File: config.mk
export PLATFORM = sky130hd
export DESIGN_NAME = mips_execute
export DESIGN_NICKNAME = d
export VERILOG_FILES = /design/src/mips_alu_pkg.sv /design/src/mips_alu.sv /design/src/mips_execute.sv /design/src/muldiv_counter.sv /design/src/muldiv_ctrl.sv /design/src/muldiv_datapath.sv
export SDC_FILE = /design/constraint.sdc
export NUM_CORES = 1
export LEC_CHECK = 0
export ABC_AREA = 1
export BUFFER_PORTS_ARGS = -buffer_cell sky130_fd_sc_hd__buf_2
export CAP_MARGIN = 0
export CELL_PAD_IN_SITES_DETAIL_PLACEMENT = 1
export CELL_PAD_IN_SITES_GLOBAL_PLACEMENT = 1
export CORE_MARGIN = 5
export CORE_UTILIZATION = 41
export DETAILED_ROUTE_END_ITERATION = 12
export HOLD_SLACK_MARGIN = 0.03
export PLACE_DENSITY_LB_ADDON = 0.1
export SLEW_MARGIN = 20
export SYNTH_ARGS = -nofsm -noshare
export SYNTH_HDL_FRONTEND = slang
export SYNTH_SLANG_ARGS = --single-unit
File: constraint.sdc
create_clock -name clk -period 4.4 [get_ports clk]
set_clock_uncertainty 0.2 [all_clocks]
set_input_delay 0.22 -clock clk [delete_from_list [all_inputs] [get_ports clk]]
set_output_delay 0.22 -clock clk [all_outputs]
set_load 0.005 [all_outputs]
File: src/mips_alu_pkg.sv
package mips_alu_pkg;

  typedef logic [31:0] word_t;
  typedef logic [63:0] dword_t; // HI:LO pair
  typedef logic [5:0]  opcode_t;
  typedef logic [5:0]  funct_t;
  typedef logic [4:0]  reg_idx_t;
  typedef logic [4:0]  shamt_t;
  typedef logic [15:0] imm_t;

  // R-type layout; the I-type immediate is {rd, shamt, funct}
  typedef struct packed {
    opcode_t  opcode;
    reg_idx_t rs;
    reg_idx_t rt;
    reg_idx_t rd;
    shamt_t   shamt;
    funct_t   funct;
  } instr_fields_t;

  localparam opcode_t OP_SPECIAL = 6'h00;
  localparam opcode_t OP_REGIMM  = 6'h01;
  localparam opcode_t OP_BEQ     = 6'h04;
  localparam opcode_t OP_BNE     = 6'h05;
  localparam opcode_t OP_BLEZ    = 6'h06;
  localparam opcode_t OP_BGTZ    = 6'h07;
  localparam opcode_t OP_ADDIU   = 6'h09;
  localparam opcode_t OP_SLTI    = 6'h0a;
  localparam opcode_t OP_SLTIU   = 6'h0b;
  localparam opcode_t OP_ANDI    = 6'h0c;
  localparam opcode_t OP_ORI     = 6'h0d;
  localparam opcode_t OP_XORI    = 6'h0e;
  localparam opcode_t OP_LUI     = 6'h0f;
  localparam opcode_t OP_LB      = 6'h20;
  localparam opcode_t OP_LH      = 6'h21;
  localparam opcode_t OP_LW      = 6'h23;
  localparam opcode_t OP_LBU     = 6'h24;
  localparam opcode_t OP_LHU     = 6'h25;
  localparam opcode_t OP_SB      = 6'h28;
  localparam opcode_t OP_SH      = 6'h29;
  localparam opcode_t OP_SW      = 6'h2b;

  localparam funct_t F_SLL   = 6'h00;
  localparam funct_t F_SRL   = 6'h02;
  localparam funct_t F_SRA   = 6'h03;
  localparam funct_t F_SLLV  = 6'h04;
  localparam funct_t F_SRLV  = 6'h06;
  localparam funct_t F_SRAV  = 6'h07;
  localparam funct_t F_MFHI  = 6'h10;
  localparam funct_t F_MFLO  = 6'h12;
  localparam funct_t F_MULT  = 6'h18;
  localparam funct_t F_MULTU = 6'h19;
  localparam funct_t F_DIV   = 6'h1a;
  localparam funct_t F_DIVU  = 6'h1b;
  localparam funct_t F_ADDU  = 6'h21;
  localparam funct_t F_SUBU  = 6'h23;
  localparam funct_t F_AND   = 6'h24;
  localparam funct_t F_OR    = 6'h25;
  localparam funct_t F_XOR   = 6'h26;
  localparam funct_t F_SLT   = 6'h2a;
  localparam funct_t F_SLTU  = 6'h2b;

  localparam int MULDIV_ITERS = $bits(word_t); // One bit per iteration

  typedef enum logic [1:0] {
    MD_IDLE,
    MD_RUN,
    MD_FIX
  } muldiv_state_t;

  typedef struct packed {
    logic  is_div;
    logic  is_signed;
    word_t a; // rs
    word_t b; // rt
  } muldiv_req_t;

endpackage

File: src/mips_alu.sv
`timescale 1ns/1ps

module mips_alu import mips_alu_pkg::*; (
  input  instr_fields_t fields,
  input  logic          issue,
  input  word_t         rs_content,
  input  word_t         rt_content,
  input  word_t         hi,
  input  word_t         lo,
  output word_t         alu_result,
  output logic          branch_taken,
  output logic          md_start,
  output muldiv_req_t   md_req
);

  imm_t  imm;
  word_t sign_ext;
  word_t zero_ext;
  logic  is_muldiv;

  assign imm      = {fields.rd, fields.shamt, fields.funct};
  assign sign_ext = {{16{imm[15]}}, imm};
  assign zero_ext = {16'h0000, imm};

  assign is_muldiv = (fields.opcode == OP_SPECIAL) &&
                     (fields.funct == F_MULT || fields.funct == F_MULTU ||
                      fields.funct == F_DIV  || fields.funct == F_DIVU);

  assign md_start         = issue && is_muldiv;
  assign md_req.is_div    = fields.funct[1];  // DIV/DIVU
  assign md_req.is_signed = ~fields.funct[0]; // MULT/DIV
  assign md_req.a         = rs_content;
  assign md_req.b         = rt_content;

  always_comb
  begin
    alu_result   = '0;
    branch_taken = 1'b0;
    case (fields.opcode)
      OP_SPECIAL:
      begin
        case (fields.funct)
          F_ADDU:  alu_result = rs_content + rt_content;
          F_SUBU:  alu_result = rs_content - rt_content;
          F_AND:   alu_result = rs_content & rt_content;
          F_OR:    alu_result = rs_content | rt_content;
          F_XOR:   alu_result = rs_content ^ rt_content;
          F_SLL:   alu_result = rt_content << fields.shamt;
          F_SRL:   alu_result = rt_content >> fields.shamt;
          F_SRA:   alu_result = word_t'($signed(rt_content) >>> fields.shamt);
          F_SLLV:  alu_result = rt_content << rs_content[4:0]; // Low five bits only
          F_SRLV:  alu_result = rt_content >> rs_content[4:0];
          F_SRAV:  alu_result = word_t'($signed(rt_content) >>> rs_content[4:0]);
          F_SLT:   alu_result = word_t'($signed(rs_content) < $signed(rt_content));
          F_SLTU:  alu_result = word_t'(rs_content < rt_content);
          F_MFHI:  alu_result = hi;
          F_MFLO:  alu_result = lo;
          default: alu_result = '0; // MULT/DIV results land in HI/LO
        endcase
      end

      OP_ADDIU: alu_result = rs_content + sign_ext;
      OP_ANDI:  alu_result = rs_content & zero_ext;
      OP_ORI:   alu_result = rs_content | zero_ext;
      OP_XORI:  alu_result = rs_content ^ zero_ext;
      OP_LUI:   alu_result = {imm, 16'h0000};
      OP_SLTI:  alu_result = word_t'($signed(rs_content) < $signed(sign_ext));
      OP_SLTIU: alu_result = word_t'(rs_content < sign_ext); // Unsigned compare, extended imm

      OP_LB, OP_LH, OP_LW, OP_LBU, OP_LHU, OP_SB, OP_SH, OP_SW:
        alu_result = rs_content + sign_ext; // Effective address

      OP_BEQ: branch_taken = (rs_content == rt_content);
      OP_BNE: branch_taken = (rs_content != rt_content);

      OP_REGIMM:
      begin
        case (fields.rt)
          5'h00, 5'h10: branch_taken = $signed(rs_content) < 0;  // BLTZ, BLTZAL
          5'h01, 5'h11: branch_taken = $signed(rs_content) >= 0; // BGEZ, BGEZAL
          default:      branch_taken = 1'b0;
        endcase
      end

      OP_BGTZ:
        branch_taken = (fields.rt == '0) && ($signed(rs_content) > 0);
      OP_BLEZ:
        branch_taken = (fields.rt == '0) && ($signed(rs_content) <= 0);

      default:
      begin
        alu_result   = '0;
        branch_taken = 1'b0;
      end
    endcase
  end

endmodule

File: src/mips_execute.sv
`timescale 1ns/1ps

module mips_execute import mips_alu_pkg::*; (
  input  logic  clk,
  input  logic  arst_n,
  input  word_t instr,
  input  word_t rs_content,
  input  word_t rt_content,
  input  logic  issue,
  output word_t alu_result,
  output logic  branch_taken,
  output word_t hi,
  output word_t lo,
  output logic  busy
);

  instr_fields_t fields;
  muldiv_req_t   md_req;
  logic          md_start;
  logic          load_ops;
  logic          step;
  logic          commit;
  logic          last;

  assign fields = instr_fields_t'(instr);

  mips_alu u_alu (
    .fields       (fields),
    .issue        (issue),
    .rs_content   (rs_content),
    .rt_content   (rt_content),
    .hi           (hi),
    .lo           (lo),
    .alu_result   (alu_result),
    .branch_taken (branch_taken),
    .md_start     (md_start),
    .md_req       (md_req)
  );

  muldiv_ctrl u_ctrl (
    .clk      (clk),
    .arst_n   (arst_n),
    .md_start (md_start),
    .last     (last),
    .busy     (busy),
    .load_ops (load_ops),
    .step     (step),
    .commit   (commit)
  );

  muldiv_counter u_counter (
    .clk    (clk),
    .arst_n (arst_n),
    .load   (load_ops), // Same edge as operand capture
    .step   (step),
    .last   (last)
  );

  muldiv_datapath u_datapath (
    .clk      (clk),
    .arst_n   (arst_n),
    .load_ops (load_ops),
    .md_req   (md_req),
    .step     (step),
    .commit   (commit),
    .hi       (hi),
    .lo       (lo)
  );

endmodule

File: src/muldiv_counter.sv
`timescale 1ns/1ps

module muldiv_counter import mips_alu_pkg::*; (
  input  logic clk,
  input  logic arst_n,
  input  logic load,
  input  logic step,
  output logic last
);

  localparam int CNT_W = $clog2(MULDIV_ITERS);

  logic [CNT_W-1:0] count;

  always_ff @(posedge clk or negedge arst_n)
  begin
    if (!arst_n)
    begin
      count <= '0;
    end
    else if (load)
    begin
      count <= CNT_W'(MULDIV_ITERS - 1);
    end
    else if (step && !last)
    begin
      count <= count - 1'b1; // Holds at zero after the final step
    end
  end

  assign last = (count == '0);

endmodule

File: src/muldiv_ctrl.sv
`timescale 1ns/1ps

module muldiv_ctrl import mips_alu_pkg::*; (
  input  logic clk,
  input  logic arst_n,
  input  logic md_start,
  input  logic last,
  output logic busy,
  output logic load_ops,
  output logic step,
  output logic commit
);

  muldiv_state_t state;
  muldiv_state_t state_nxt;

  always_ff @(posedge clk or negedge arst_n)
  begin
    if (!arst_n)
    begin
      state <= MD_IDLE;
    end
    else
    begin
      state <= state_nxt;
    end
  end

  always_comb
  begin
    state_nxt = state;
    case (state)
      MD_IDLE:
      begin
        if (md_start)
        begin
          state_nxt = MD_RUN;
        end
      end
      MD_RUN:
      begin
        if (last)
        begin
          state_nxt = MD_FIX; // Final step taken this cycle
        end
      end
      MD_FIX:  state_nxt = MD_IDLE;
      default: state_nxt = MD_IDLE;
    endcase
  end

  assign load_ops = (state == MD_IDLE) && md_start; // Starts while busy fall through here
  assign step     = (state == MD_RUN);
  assign commit   = (state == MD_FIX);
  assign busy     = (state != MD_IDLE);

endmodule

File: src/muldiv_datapath.sv
`timescale 1ns/1ps

module muldiv_datapath import mips_alu_pkg::*; (
  input  logic        clk,
  input  logic        arst_n,
  input  logic        load_ops,
  input  muldiv_req_t md_req,
  input  logic        step,
  input  logic        commit,
  output word_t       hi,
  output word_t       lo
);

  dword_t acc;     // Partial product, or remainder:quotient
  word_t  op_b;    // Multiplicand or divisor magnitude
  logic   is_div;
  logic   neg_lo;  // Product or quotient negative
  logic   neg_hi;  // Remainder takes dividend sign
  word_t  mag_a;
  word_t  mag_b;
  logic [$bits(word_t):0]   mul_sum;
  logic [$bits(word_t)+1:0] div_trial;
  dword_t prod_fix;
  word_t  quot_fix;
  word_t  rem_fix;

  function automatic word_t magnitude(input word_t x, input logic is_signed);
    return (is_signed && x[31]) ? -x : x;
  endfunction

  assign mag_a = magnitude(md_req.a, md_req.is_signed);
  assign mag_b = magnitude(md_req.b, md_req.is_signed);

  // One multiplier bit per step, LSB first
  assign mul_sum = {1'b0, acc[63:32]} + {1'b0, (acc[0] ? op_b : '0)};

  // Shifted remainder minus divisor; bit 33 set means restore
  assign div_trial = {1'b0, acc[63:31]} - {2'b00, op_b};

  always_ff @(posedge clk)
  begin
    if (load_ops)
    begin
      acc    <= {32'h0000_0000, mag_a};
      op_b   <= mag_b;
      is_div <= md_req.is_div;
      neg_lo <= md_req.is_signed && (md_req.a[31] ^ md_req.b[31]);
      neg_hi <= md_req.is_signed && md_req.a[31];
    end
    else if (step)
    begin
      if (is_div)
      begin
        if (!div_trial[$bits(word_t)+1])
        begin
          acc <= {div_trial[31:0], acc[30:0], 1'b1};
        end
        else
        begin
          acc <= {acc[62:0], 1'b0};
        end
      end
      else
      begin
        acc <= {mul_sum, acc[31:1]};
      end
    end
  end

  assign prod_fix = neg_lo ? -acc : acc;
  assign quot_fix = neg_lo ? -acc[31:0] : acc[31:0];   // Truncates toward zero
  assign rem_fix  = neg_hi ? -acc[63:32] : acc[63:32];

  always_ff @(posedge clk or negedge arst_n)
  begin
    if (!arst_n)
    begin
      hi <= '0;
      lo <= '0;
    end
    else if (commit)
    begin
      if (is_div)
      begin
        hi <= rem_fix;
        lo <= quot_fix;
      end
      else
      begin
        hi <= prod_fix[63:32];
        lo <= prod_fix[31:0];
      end
    end
  end

endmodule

==> results.json <==
{
  "yosysTopAreaCellShare_pct": 16.49,
  "syn_to_final_growth_pct": 11.96,
  "slew_headroom_pct": 17.64,
  "worst-path-max-fanout": 7,
  "cts_tree": "done",
  "viasPerCell": 6.315,
  "root_buffer": "clkbuf_16",
  "syn_area_per_cell_sq_um": 5.764,
  "io_buffers": 191,
  "drt-total-wl_mm": 190.3,
  "clk_pin_slew_ns": 0.07,
  "yosys_warnings": 0,
  "arrival_ns": 3.93,
  "syn_area_sq_um": 30500,
  "setup_viol": 0,
  "synth_cell_type_count": 72,
  "die-area_sq_um": 79930,
  "vias": 41060,
  "overflow": 0,
  "grt_first_pass_wirelength_mm": 270.5,
  "status": "complete, no violations",
  "ys_ff_latch": 170,
  "clock_path_buffers": 2,
  "grt_antenna_before_repair": 10,
  "ant_nets": 0,
  "cts_buffers": 17,
  "whs_path_depth": 1,
  "layout-drive-gt1-share_pct": 10.22,
  "initial_core_util_pct": 41.17,
  "tns_ns": 0,
  "min_period_ns": 4.347,
  "peakVddDrop_mv": 0.2582,
  "worst_pin_slew_ns": 1.231,
  "hold_viol": 0,
  "design.core.area_sq_um": 74070,
  "maxSlewViolCount": 0,
  "hold_path.class": "in -> reg",
  "seq_area_sq_um": 4429,
  "power_density_nw_per_um2": 181.0,
  "async_flop_share_pct": 41.76,
  "yosysSeqAreaShare_pct": 14.52,
  "synth_cells": 5291,
  "fin_total_pwr_uw": 6181,
  "grt_usage_pct": 45.79,
  "synth_nets": 5643,
  "nets": 5869,
  "multiInputGateArea_sq_um": 22760,
  "synth-main-ff-cell": "dfrtp_1",
  "drt_iter0_drc": 5028,
  "clock_latency_ns": 0.47,
  "reg2reg_depth": 12,
  "internal-power_uw": 3289,
  "grt_pass1_vias": 39950,
  "first_pass_iters": 6,
  "fillers": 10570,
  "io_pins": 197,
  "clockPowerShare_pct": 25.7,
  "die_h_um": 282.7,
  "globalplace.congestion": 1.115,
  "critical_path_class": "in -> out",
  "hpwl_mm": 157.1,
  "rows": 100,
  "worst-endpoint-required_ns": 3.98,
  "p_comb_share_pct": 46.4,
  "drc_errors": 0,
  "yosys.area.top_type": "nand2_1",
  "rsz0062_at_grt": "no",
  "cellLeakagePower_uw": 0.01693,
  "detail_route.wl_per_cell_um": 29.27,
  "pwr-share-seq_pct": 28.0,
  "netlist_top_cells_area": "nand2_1 16%, nand3_1 11%, ha_1 10%",
  "cap_violations": 0,
  "swShare_pct": 46.79,
  "clock-sinks": 170,
  "cp-end-kind": "output pin",
  "die_w_um": 282.7,
  "worst_setup_path_start_kind": "input port",
  "p_switching_uw": 2892,
  "grt_max_degree": 77,
  "h-tree-depth": 4,
  "fmax_mhz": 230.1,
  "synth_edf_count": 67,
  "fin_crit_sh_pct": 98.79
}
[final timing paths]
kind / startpoint / endpoint / slack (ns)
min in group asynchronous: arst_n / u_counter.count[4] / 0.24
worst min-delay path: instr[1] / u_datapath.is_div / 0.05
worst min register to register: u_counter.count[4] / u_counter.count[4] / 0.31
worst max register to register: u_datapath.acc[0] / u_datapath.hi[27] / 0.55
worst max-delay path: rs_content[2] / alu_result[18] / 0.05
max in group asynchronous: arst_n / u_datapath.hi[4] / 3.09
[critical path: stages]
cell	delay [ns]
buf_2	0.11
inv_1	0.31
ha_1	0.39
inv_1	0.18
nand2_1	0.11
nand2_1	0.08
nand2_1	0.05
nand2_1	0.13
a21oi_1	0.16
o21ai_0	0.58
nand2_1	0.15
nand2_1	0.13
a21oi_1	0.07
a21oi_1	0.43
nand4_1	0.40
nand2_1	0.15
nand2_1	0.11
buf_2	0.14
[metal layers]
layer	track usage (%)	share of wire, %	vias up
met5	0	0.027	-
met1	56.39	38	19910
met2	71.64	43	2275
met4	32.87	9.3	10
met3	8.992	9.7	644
li1	-	-	18220
[cell usage in the layout (no fill, tap or decap), drive strengths merged, types with 37 or more instances in the layout]
| master | Yosys | layout |
|---|---|---|
| a21oi | 343 | 343 |
| buf | 89 | 422 |
| dfrtp | 71 | 71 |
| edfxtp | 67 | 67 |
| ha | 248 | 248 |
| inv | 605 | 613 |
| nand2 | 1356 | 1356 |
| nand3 | 671 | 671 |
| nand4 | 83 | 83 |
| nor2 | 538 | 538 |
| nor3 | 67 | 67 |
| o211ai | 85 | 85 |
| o21ai | 473 | 473 |
| or2 | 37 | 37 |
| xor2 | 104 | 104 |
[logic make-up (layout without fill, tap and decap cells)]
| group | after synthesis | in the layout | synth area share, % |
|---|---|---|---|
| fa+ha+maj | 253 | 253 | 10.50 |
| compound gates | 1114 | 1114 | 21.04 |
| simple gates | 2801 | 2801 | 39.53 |
| other cells | 0 | 3 | 0 |
| buf+inv | 833 | 1072 | 10.96 |
| flops | 170 | 170 | 14.52 |
| xor+xnor | 120 | 120 | 3.446 |
[flip-flops by register name, summed over array words and instances (netlist names)]
signal	cells
u_datapath.lo	32
u_datapath.neg_hi	1
u_datapath.is_div	1
u_datapath.neg_lo	1
u_datapath.op_b	32
u_ctrl.state	2
u_counter.count	5
u_datapath.acc	64
u_datapath.hi	32
[synthesized netlist by cell type (all sizes together), types with 2 or more instances]
library cell,n
a2111oi,3
a211oi,17
a21boi,10
a21o,19
a21oi,343
a221oi,14
a22o,2
a22oi,25
a31oi,29
and2,5
and3,5
buf,89
clkbuf,128
clkinv,11
dfrtp,71
dfxtp,32
edfxtp,67
fa,5
ha,248
inv,605
nand2,1356
nand3,671
nand3b,7
nand4,83
nor2,538
nor3,67
nor3b,2
nor4,27
o2111ai,9
o211ai,85
o21a,9
o21ai,473
o21bai,22
o221a,3
o221ai,7
o22ai,28
o31ai,7
o41ai,2
or2,37
xnor2,16
xor2,104
[through the flow]
| stage | instance area [sq um] | utilization, % | instances | setup slack (ns) | hold slack [ns] |
|---|---|---|---|---|---|
| after floorplan | 30500 | - | 5291 | 1.526 | -0.2756 |
| after global placement | 33510 | 45.24 | 6465 | 0.1758 | 0.2236 |
| after detailed placement | 33510 | 45.24 | 6465 | 0.2252 | 0.2349 |
| after CTS | 34140 | 46.08 | 6499 | 0.2186 | 0.04041 |
| after global routing | 34140 | 46.09 | 6500 | 0.09239 | 0.05517 |
| final | 34140 | 46.09 | 6502 | 0.05318 | 0.04905 |
[timing repair]
action                    CTS  global route
gates resized for setup     0             0
buffers inserted            0             0
hold buffers                2             0
hold endpoints to repair   72             0
[final cells by class]
| class | instances | share of cell area [%] |
|---|---|---|
| inverter | 616 | 6.780 |
| clock inverter | 13 | 0.4178 |
| timing repair buffer | 424 | 8.238 |
| clock buffer | 19 | 1.360 |
| sequential | 170 | 12.97 |
| tap | 969 | 3.551 |
| antenna | 3 | 0.02199 |
| multi-input combinational | 4288 | 66.66 |
[power by group through the flow]
stage | Sequential, uW | Clock, uW | Combinational [uW]
after floorplan | 1730 | 0 | 1570
after global placement | 1760 | 0 | 2700
after detailed placement | 1760 | 0 | 2740
after CTS | 1730 | 1600 | 2750
after global routing | 1730 | 1660 | 3030
final | 1730 | 1590 | 2870
Note: power is estimated with default switching activity, not from simulation.
